### src/rom.hex
// One 32-bit ROM word per line, word 0 first, upper halfword on the left
00a00093
05134501
80820010
00b50533
0613c605
47810030
0ff0000f
00730505
91010000
fe0718e3
853e852a
02a58593
06934681
00810006
00c58633
0737e022
65050001
40b50533
00ef4585
01410080
00452283
0113c0de
8082ff01
06934501
### src/rtl/ifetch_pkg.sv
package ifetch_pkg;

    // ~~~~~~~~~~~~~~~~~~~~~~~~~~~~~~~~~~~~~~~~~~~~~~~~~
    // Bus geometry
    // ~~~~~~~~~~~~~~~~~~~~~~~~~~~~~~~~~~~~~~~~~~~~~~~~~

    // Byte address width, the bus carries bits [ADDR_WIDTH-1:2]
    localparam int ADDR_WIDTH = 32;

    // ~~~~~~~~~~~~~~~~~~~~~~~~~~~~~~~~~~~~~~~~~~~~~~~~~
    // Instruction ROM
    // ~~~~~~~~~~~~~~~~~~~~~~~~~~~~~~~~~~~~~~~~~~~~~~~~~

    localparam int ROM_WORDS       = 24;
    localparam int ROM_INDEX_WIDTH = $clog2(ROM_WORDS);

    localparam string ROM_FILE = "/design/src/rom.hex";

    // Minimum wait before ack; the ROM adds adr[3:2] on top
    localparam int WAIT_BASE = 1;

    // ~~~~~~~~~~~~~~~~~~~~~~~~~~~~~~~~~~~~~~~~~~~~~~~~~
    // Aligner
    // ~~~~~~~~~~~~~~~~~~~~~~~~~~~~~~~~~~~~~~~~~~~~~~~~~

    // Halfword slots, room for two words plus a held half
    localparam int QUEUE_HALFWORDS = 6;

    typedef enum logic {
        align_idle,
        align_run
    } align_state_t;

endpackage

### src/rtl/wb_fetch_master.sv
`timescale 1ns/1ps

module wb_fetch_master import ifetch_pkg::*; (
    input  logic                  clock,
    input  logic                  reset,
    input  logic                  start,
    input  logic [ADDR_WIDTH-1:0] start_pc,
    input  logic                  word_space,
    input  logic                  ack,
    input  logic [31:0]           dat_r,
    output logic [ADDR_WIDTH-1:2] adr,
    output logic [31:0]           dat_w,
    output logic [3:0]            sel,
    output logic                  cyc,
    output logic                  stb,
    output logic                  we,
    output logic                  word_valid,
    output logic [31:0]           word_data
);

    logic [ADDR_WIDTH-1:2] next_adr;
    logic                  active;
    logic                  discard;
    logic                  issue;

    // Read-only bus, full word every time
    assign dat_w = '0;
    assign sel   = 4'hf;
    assign we    = 1'b0;

    // Next read waits until the previous word has been pushed into the aligner,
    // so word_space already counts it
    assign issue = active && !cyc && !word_valid && word_space;

    // ~~~~~~~~~~~~~~~~~~~~~~~~~~~~~~~~~~~~~~~~~~~~~~~~~
    // Bus cycle control
    // ~~~~~~~~~~~~~~~~~~~~~~~~~~~~~~~~~~~~~~~~~~~~~~~~~

    always_ff @(posedge clock) begin
        if (reset) begin
            cyc        <= 1'b0;
            stb        <= 1'b0;
            active     <= 1'b0;
            discard    <= 1'b0;
            word_valid <= 1'b0;
            next_adr   <= '0;
        end else begin
            word_valid <= 1'b0;
            if (start) begin
                active   <= 1'b1;
                next_adr <= start_pc[ADDR_WIDTH-1:2];
                if (cyc && !ack) begin
                    // Access in flight, let it finish and drop its word
                    discard <= 1'b1;
                end else if (cyc) begin
                    // Ack on the start edge, word is simply not forwarded
                    cyc     <= 1'b0;
                    stb     <= 1'b0;
                    discard <= 1'b0;
                end else begin
                    cyc      <= 1'b1;
                    stb      <= 1'b1;
                    adr      <= start_pc[ADDR_WIDTH-1:2];
                    next_adr <= start_pc[ADDR_WIDTH-1:2] + 1'b1;
                end
            end else if (cyc) begin
                if (ack) begin
                    cyc        <= 1'b0;
                    stb        <= 1'b0;
                    discard    <= 1'b0;
                    word_valid <= !discard;
                end
            end else if (issue) begin
                cyc      <= 1'b1;
                stb      <= 1'b1;
                adr      <= next_adr;
                next_adr <= next_adr + 1'b1;
            end
        end
    end

    // Returned word, valid together with word_valid
    always_ff @(posedge clock) begin
        if (cyc && ack) begin
            word_data <= dat_r;
        end
    end

    // ~~~~~~~~~~~~~~~~~~~~~~~~~~~~~~~~~~~~~~~~~~~~~~~~~
    // Wishbone classic rules
    // ~~~~~~~~~~~~~~~~~~~~~~~~~~~~~~~~~~~~~~~~~~~~~~~~~

    stb_within_cyc: assert property (
        @(posedge clock) disable iff (reset)
        stb |-> cyc
    );

    // Address and strobe held until the slave acks
    adr_held_until_ack: assert property (
        @(posedge clock) disable iff (reset)
        (stb && !ack) |=> (stb && $stable(adr))
    );

endmodule

### src/rtl/rvc_aligner.sv
`timescale 1ns/1ps

module rvc_aligner import ifetch_pkg::*; (
    input  logic                  clock,
    input  logic                  reset,
    input  logic                  start,
    input  logic [ADDR_WIDTH-1:0] start_pc,
    input  logic                  word_valid,
    input  logic [31:0]           word_data,
    input  logic                  instr_ready,
    output logic                  word_space,
    output logic                  instr_valid,
    output logic [31:0]           instr,
    output logic [ADDR_WIDTH-1:0] instr_pc,
    output logic                  instr_compressed
);

    typedef logic [$clog2(QUEUE_HALFWORDS)-1:0]   qptr_t;
    typedef logic [$clog2(QUEUE_HALFWORDS+1)-1:0] qcount_t;

    align_state_t          state;
    logic [15:0]           queue [QUEUE_HALFWORDS];
    qptr_t                 rd_ptr;
    qptr_t                 wr_ptr;
    qcount_t               count;
    qcount_t               free_slots;
    qcount_t               push_n;
    qcount_t               pop_n;
    logic                  skip_low;
    logic [ADDR_WIDTH-1:0] pc;
    logic [15:0]           head_lo;
    logic [15:0]           head_hi;
    logic                  head_compressed;
    logic                  head_ready;
    logic                  push;
    logic                  take;

    // Circular pointer step for a depth that is not a power of two
    function automatic qptr_t ptr_add(input qptr_t p, input int unsigned n);
        int unsigned sum;
        sum = p + n;
        if (sum >= QUEUE_HALFWORDS) begin
            sum = sum - QUEUE_HALFWORDS;
        end
        return qptr_t'(sum);
    endfunction

    assign head_lo         = queue[rd_ptr];
    assign head_hi         = queue[ptr_add(rd_ptr, 1)];
    assign head_compressed = head_lo[1:0] != 2'b11;
    assign head_ready      = (count >= 2) || (count == 1 && head_compressed);

    assign free_slots = qcount_t'(QUEUE_HALFWORDS) - count;
    assign word_space = free_slots >= 2;

    assign push = (state == align_run) && word_valid;
    assign take = (state == align_run) && (!instr_valid || instr_ready) && head_ready;

    always_comb begin
        push_n = '0;
        pop_n  = '0;
        if (push) begin
            push_n = skip_low ? qcount_t'(1) : qcount_t'(2);
        end
        if (take) begin
            pop_n = head_compressed ? qcount_t'(1) : qcount_t'(2);
        end
    end

    // ~~~~~~~~~~~~~~~~~~~~~~~~~~~~~~~~~~~~~~~~~~~~~~~~~
    // Queue and output control
    // ~~~~~~~~~~~~~~~~~~~~~~~~~~~~~~~~~~~~~~~~~~~~~~~~~

    always_ff @(posedge clock) begin
        if (reset) begin
            state       <= align_idle;
            rd_ptr      <= '0;
            wr_ptr      <= '0;
            count       <= '0;
            skip_low    <= 1'b0;
            instr_valid <= 1'b0;
        end else if (start) begin
            state       <= align_run;
            rd_ptr      <= '0;
            wr_ptr      <= '0;
            count       <= '0;
            skip_low    <= start_pc[1];
            instr_valid <= 1'b0;
        end else begin
            if (push) begin
                wr_ptr   <= ptr_add(wr_ptr, push_n);
                skip_low <= 1'b0;
            end
            if (take) begin
                rd_ptr      <= ptr_add(rd_ptr, pop_n);
                instr_valid <= 1'b1;
            end else if (instr_ready) begin
                instr_valid <= 1'b0;
            end
            count <= count + push_n - pop_n;
        end
    end

    always_ff @(posedge clock) begin
        if (!start && push) begin
            if (skip_low) begin
                // Start pc in the upper half skips the low half
                queue[wr_ptr] <= word_data[31:16];
            end else begin
                queue[wr_ptr]             <= word_data[15:0];
                queue[ptr_add(wr_ptr, 1)] <= word_data[31:16];
            end
        end
        if (start) begin
            pc <= start_pc;
        end else if (take) begin
            pc               <= pc + (head_compressed ? ADDR_WIDTH'(2) : ADDR_WIDTH'(4));
            instr_pc         <= pc;
            instr            <= head_compressed ? {16'h0000, head_lo} : {head_hi, head_lo};
            instr_compressed <= head_compressed;
        end
    end

    // Master only fetches when word_space allowed it
    no_queue_overflow: assert property (
        @(posedge clock) disable iff (reset)
        (push && !start) |-> (free_slots >= push_n)
    );

endmodule

### src/rtl/wb_inst_rom.sv
`timescale 1ns/1ps

module wb_inst_rom import ifetch_pkg::*; (
    input  logic                  clock,
    input  logic                  reset,
    input  logic [ADDR_WIDTH-1:2] adr,
    input  logic                  cyc,
    input  logic                  stb,
    input  logic                  we,
    input  logic [3:0]            sel,
    input  logic [31:0]           dat_w,
    output logic [31:0]           dat_r,
    output logic                  ack
);

    logic [31:0]                mem [ROM_WORDS];
    logic [ROM_INDEX_WIDTH-1:0] index;
    logic [2:0]                 wait_cycles;
    logic [2:0]                 wait_count;
    logic                       busy;
    logic                       ack_due;

    initial begin
        $readmemh(ROM_FILE, mem);
    end

    // Index wraps at the ROM end
    assign index = ROM_INDEX_WIDTH'(adr % ROM_WORDS);

    // Wait grows with the word offset within each group of four
    assign wait_cycles = 3'(WAIT_BASE) + {1'b0, adr[3:2]};
    assign ack_due     = busy && (wait_count >= wait_cycles);

    always_ff @(posedge clock) begin
        if (reset) begin
            busy       <= 1'b0;
            wait_count <= '0;
            ack        <= 1'b0;
        end else begin
            ack <= 1'b0;
            if (!cyc) begin
                busy <= 1'b0;
            end else if (stb && !busy && !ack) begin
                busy       <= 1'b1;
                wait_count <= 3'd1;
            end else if (ack_due) begin
                ack  <= 1'b1;
                busy <= 1'b0;
            end else if (busy) begin
                wait_count <= wait_count + 3'd1;
            end
        end
    end

    // Writes are acked but leave the data alone
    always_ff @(posedge clock) begin
        if (ack_due && !we) begin
            dat_r <= mem[index];
        end
    end

endmodule

### src/rtl/ibus_halfword_probe.sv
`timescale 1ns/1ps

module ibus_halfword_probe import ifetch_pkg::*; (
    input  logic                  clock,
    input  logic                  reset,
    input  logic [ADDR_WIDTH-1:0] watch_addr,
    input  logic [ADDR_WIDTH-1:2] adr,
    input  logic                  cyc,
    input  logic                  stb,
    input  logic                  we,
    input  logic [3:0]            sel,
    input  logic                  ack,
    input  logic [31:0]           dat_r,
    output logic                  probe_valid,
    output logic [15:0]           probe_data
);

    logic hit;

    // Acknowledged read of the word holding the watched halfword
    assign hit = cyc && stb && ack && !we && (adr == watch_addr[ADDR_WIDTH-1:2]);

    always_ff @(posedge clock) begin
        if (reset) begin
            probe_valid <= 1'b0;
        end else begin
            probe_valid <= hit;
        end
    end

    always_ff @(posedge clock) begin
        if (hit) begin
            probe_data <= watch_addr[1] ? dat_r[31:16] : dat_r[15:0];
        end
    end

    // ~~~~~~~~~~~~~~~~~~~~~~~~~~~~~~~~~~~~~~~~~~~~~~~~~
    // Instruction bus rules
    // ~~~~~~~~~~~~~~~~~~~~~~~~~~~~~~~~~~~~~~~~~~~~~~~~~

    ibus_never_writes: assert property (
        @(posedge clock) disable iff (reset)
        (cyc && stb) |-> !we
    );

    ibus_full_word: assert property (
        @(posedge clock) disable iff (reset)
        (cyc && stb) |-> (sel == 4'hf)
    );

endmodule

### src/rtl/ifetch_top.sv
`timescale 1ns/1ps

module ifetch_top import ifetch_pkg::*; (
    input  logic                  clock,
    input  logic                  reset,
    input  logic                  start,
    input  logic [ADDR_WIDTH-1:0] start_pc,
    input  logic                  instr_ready,
    input  logic [ADDR_WIDTH-1:0] watch_addr,
    output logic                  instr_valid,
    output logic [31:0]           instr,
    output logic [ADDR_WIDTH-1:0] instr_pc,
    output logic                  instr_compressed,
    output logic                  probe_valid,
    output logic [15:0]           probe_data
);

    // Instruction bus
    logic [ADDR_WIDTH-1:2] adr;
    logic [31:0]           dat_w;
    logic [31:0]           dat_r;
    logic [3:0]            sel;
    logic                  cyc;
    logic                  stb;
    logic                  we;
    logic                  ack;

    // Master to aligner
    logic                  word_valid;
    logic [31:0]           word_data;
    logic                  word_space;

    wb_fetch_master u_master (
        .clock      (clock),
        .reset      (reset),
        .start      (start),
        .start_pc   (start_pc),
        .word_space (word_space),
        .ack        (ack),
        .dat_r      (dat_r),
        .adr        (adr),
        .dat_w      (dat_w),
        .sel        (sel),
        .cyc        (cyc),
        .stb        (stb),
        .we         (we),
        .word_valid (word_valid),
        .word_data  (word_data)
    );

    wb_inst_rom u_rom (
        .clock (clock),
        .reset (reset),
        .adr   (adr),
        .cyc   (cyc),
        .stb   (stb),
        .we    (we),
        .sel   (sel),
        .dat_w (dat_w),
        .dat_r (dat_r),
        .ack   (ack)
    );

    rvc_aligner u_aligner (
        .clock            (clock),
        .reset            (reset),
        .start            (start),
        .start_pc         (start_pc),
        .word_valid       (word_valid),
        .word_data        (word_data),
        .instr_ready      (instr_ready),
        .word_space       (word_space),
        .instr_valid      (instr_valid),
        .instr            (instr),
        .instr_pc         (instr_pc),
        .instr_compressed (instr_compressed)
    );

    ibus_halfword_probe u_probe (
        .clock       (clock),
        .reset       (reset),
        .watch_addr  (watch_addr),
        .adr         (adr),
        .cyc         (cyc),
        .stb         (stb),
        .we          (we),
        .sel         (sel),
        .ack         (ack),
        .dat_r       (dat_r),
        .probe_valid (probe_valid),
        .probe_data  (probe_data)
    );

endmodule

### config.mk
export PLATFORM = sky130hd
export DESIGN_NAME = ifetch_top
export DESIGN_NICKNAME = d
export VERILOG_FILES = /design/src/rtl/ifetch_pkg.sv /design/src/rtl/wb_fetch_master.sv /design/src/rtl/rvc_aligner.sv /design/src/rtl/wb_inst_rom.sv /design/src/rtl/ibus_halfword_probe.sv /design/src/rtl/ifetch_top.sv
export SDC_FILE = /design/constraint.sdc
export NUM_CORES = 1
export LEC_CHECK = 0
export ABC_AREA = 1
export ABC_CLOCK_PERIOD_IN_PS = 3950
export BUFFER_PORTS_ARGS = -buffer_cell sky130_fd_sc_hd__buf_4
export CORE_MARGIN = 2
export CORE_UTILIZATION = 51
export DETAILED_ROUTE_END_ITERATION = 16
export HOLD_SLACK_MARGIN = 0.05
export PLACE_DENSITY = 0.89
export SYNTH_ARGS = -nofsm -noshare
export SYNTH_HDL_FRONTEND = slang
export SYNTH_SLANG_ARGS = --single-unit
export TNS_END_PERCENT = 100
### constraint.sdc
create_clock -name clock -period 3.95 [get_ports clock]
set_input_delay 0.79 -clock clock [delete_from_list [all_inputs] [get_ports clock]]
set_output_delay 0.79 -clock clock [all_outputs]
set_load 0.01 [all_outputs]
==> run summary <==
Yosys reg bits -> 140
status -> finished, final reports clean
leading post-synthesis cells by cell area -> edfxtp_1, dfxtp_1, nand2_1
Syn Area/Cell -> 8.22 um^2
final hold vios -> 0
Via-to-Cell Ratio -> 5.41
pin count of the biggest net entering global routing -> 68
RSZ-0062 raised after global routing -> false
Worst Tran Pin Value -> 0.860 ns
WHS Path Cells -> 0
critical path class -> reg -> reg
Max Cap Violations -> 0
Clk pin slew, worst setup/hold paths -> 0.06 ns
remaining antenna violation count after routing -> 0
core area -> 15,100 um^2
die height -> 128 um
Sw Ratio -> 26.5%
fin crit share -> 55.7%
overall routing resource usage -> 26.0%
post-synth top area cell -> edfxtp_1
Post-Syn Area -> 7840 um^2
Synth warnings -> 0
CP Capture Point -> u_master.adr[9]
Final Max Tran Viols -> 0
Max IR drop VDD -> 285 uV
initial antenna violation count -> 1
final non-filler cell total -> 1,256
Longest Clk Path Bufs -> 2
Die X -> 128 um
CTS tree -> done
Slew HR -> 42.6%
number of gates resized after cts -> 0
EDFF count, synth -> 94
WP data arrival -> 2.28 ns
DP HPWL -> 15.6 mm
fillcell total -> 1,227
die area -> 16,400 um^2
Crit path required time -> 4.03 ns
area of the multi-input gates -> 3310 um^2
reg2reg start -> u_master.cyc
Overflow after GRT -> 0
crit end category -> register
number of buffers created by CTS -> 17
FF-to-FF End -> u_master.adr[9]
HP Class -> reg -> reg
Initial Util -> 52.0%
Worst R2R Setup Slack -> 1.75 ns
final setup fails -> 0
Buffers on Ports -> 99
Worst Reg2Reg Path Length in Cells -> 8
Total Routed Length -> 21.0 mm
Seq pwr share -> 45.0%
internal power -> 2.80 mW
async set or reset register ratio after synthesis -> 0%
DR pass1 iterations -> 6
pwr dens -> 415 nW/um^2
crit-path max FO -> 30
I/O Pins -> 151
P_leak -> 3.86 nW
Fin Setup TNS -> 0 ns
H-Tree Depth -> 4
Tmin final -> 2.20 ns
Net count, final -> 1,134
Syn Inst Count -> 954
detailed-route via count -> 6,800
Post-CTS Setup Bufs -> 0
vias in the first global route -> 6,371
CTS Hold Bufs -> 0
Switch Pwr -> 1.01 mW
clock root cell -> clkbuf_16
combinational share of power -> 11.0%
DRC Markers -> 0
clock latency on the worst-skew pair -> 0.43 ns
Sinks on Clock Net -> 140
Site Rows -> 45
RD Place Congestion -> 0.966
DRT iter0 DRCs -> 946
Fmax -> 455 MHz
placed cell count -> 1,223
register area share after synthesis -> 47.7%
Synth Flop Type -> edfxtp_1
clock network fraction of total power -> 44.0%
total area of sequential cells -> 3740 um^2
Synth-to-Final Area Change -> 17.1%
first-pass GRT wire length -> 32.4 mm
pre-CTS setup slack -> 1.53 ns
Yosys top cell area share -> 36.0%
CP startpoint -> u_master.cyc
Worst Clk Skew -> 0.0112 ns
Netlist cell types -> 44
count leader, synth -> nand2_1
CP Launch Type -> register
DR WL/cell -> 16.7 um
setup ws final -> 1.75 ns
most common library cells after synthesis -> nand2_1, inv_1, edfxtp_1, nor2_1, nand3_1
fraction of layout cells with a size suffix above 1 -> 17.1%
flip-flops by register name, indices dropped and copies added, names as in the netlist, 3 cells and up:
signal              flops
u_aligner.count         3
u_aligner.instr_pc     32
u_aligner.pc           32
u_master.adr           30
u_master.next_adr      30
u_rom.wait_count        3
how the worst min path moves through the flow:
| stage | startpoint | to | slack (ns) |
|---|---|---|---|
| 2_1_floorplan | u_master.discard | u_master.word_valid | 0.40 |
| 3_3_place_gp | u_aligner.pc[17] | u_aligner.instr_pc[17] | 0.40 |
| 3_5_place_dp | u_aligner.pc[18] | u_aligner.instr_pc[18] | 0.40 |
| 4_1_cts | u_aligner.pc[18] | u_aligner.instr_pc[18] | 0.42 |
| 5_1_grt | u_aligner.pc[3] | u_aligner.instr_pc[3] | 0.42 |
| 6_report | u_aligner.pc[10] | u_aligner.instr_pc[10] | 0.42 |
layout by cell type (no fill, tap or decap), types with 21 or more instances in the layout:
cell type	n
buf_4	106
nand3_1	77
edfxtp_1	94
o21ai_0	67
xor2_1	21
nor2_1	86
inv_1	123
a21oi_1	30
conb_1	49
dfxtp_1	46
nand2_1	213
power by group through the flow:
stage / Sequential (mW) / Clock (mW) / Combinational, mW
2_1_floorplan: 1.72 / 0 / 0.290
6_report: 1.71 / 1.68 / 0.418
4_1_cts: 1.71 / 1.67 / 0.410
3_3_place_gp: 1.74 / 0 / 0.394
5_1_grt: 1.72 / 1.73 / 0.463
3_5_place_dp: 1.74 / 0 / 0.404
worst max-delay path, cell delays in order, from the launching register on:
cell and delay, ns:
dfxtp_1 0.46, nor3_2 0.32, nand2_4 0.14, inv_4 0.14, nor2_8 0.08, inv_2 0.07, nand2_1 0.13, nor2_2 0.11
buf_4 0.36
kinds of logic (layout without fill, tap and decap cells):
group	count (synthesis)	in the layout	synth area share [%]
compound gates	123	123	8.57
flops	140	140	47.7
fa+ha+maj	12	12	1.91
xor+xnor	33	33	3.69
buf+inv	200	264	12.4
simple gates	445	445	25.6
other cells	1	51	0.0478
routing by layer:
layer	global-route usage, %	wire length (um)	vias to the layer above
li1	-	-	3242
met1	31.3	7920	3088
met2	43.5	10100	407
met3	5.43	1920	63
met4	14.3	992	0
met5	0	0	-
stage by stage:
stage               hold slack (ns)  instance area [um^2]  total power, mW  util [%]
CTS                           0.419                  9180             3.79      60.8
floorplan                     0.400                  8020             2.01         -
detailed placement            0.405                  8570             2.15      56.8
global route                  0.421                  9180             3.92      60.8
global placement              0.400                  8570             2.13      56.8
finish                        0.418                  9180             3.81      60.8
final cells by class:
| type | instances | area share [%] |
|---|---|---|
| tap | 188 | 2.56 |
| sequential | 140 | 40.8 |
| clock inverter | 14 | 2.02 |
| timing repair buffer | 106 | 8.67 |
| antenna | 2 | 0.0545 |
| multi-input combinational | 662 | 36.1 |
| clock buffer | 17 | 4.63 |
| inverter | 127 | 5.22 |
No activity file was read; power rests on OpenSTA's default activity.
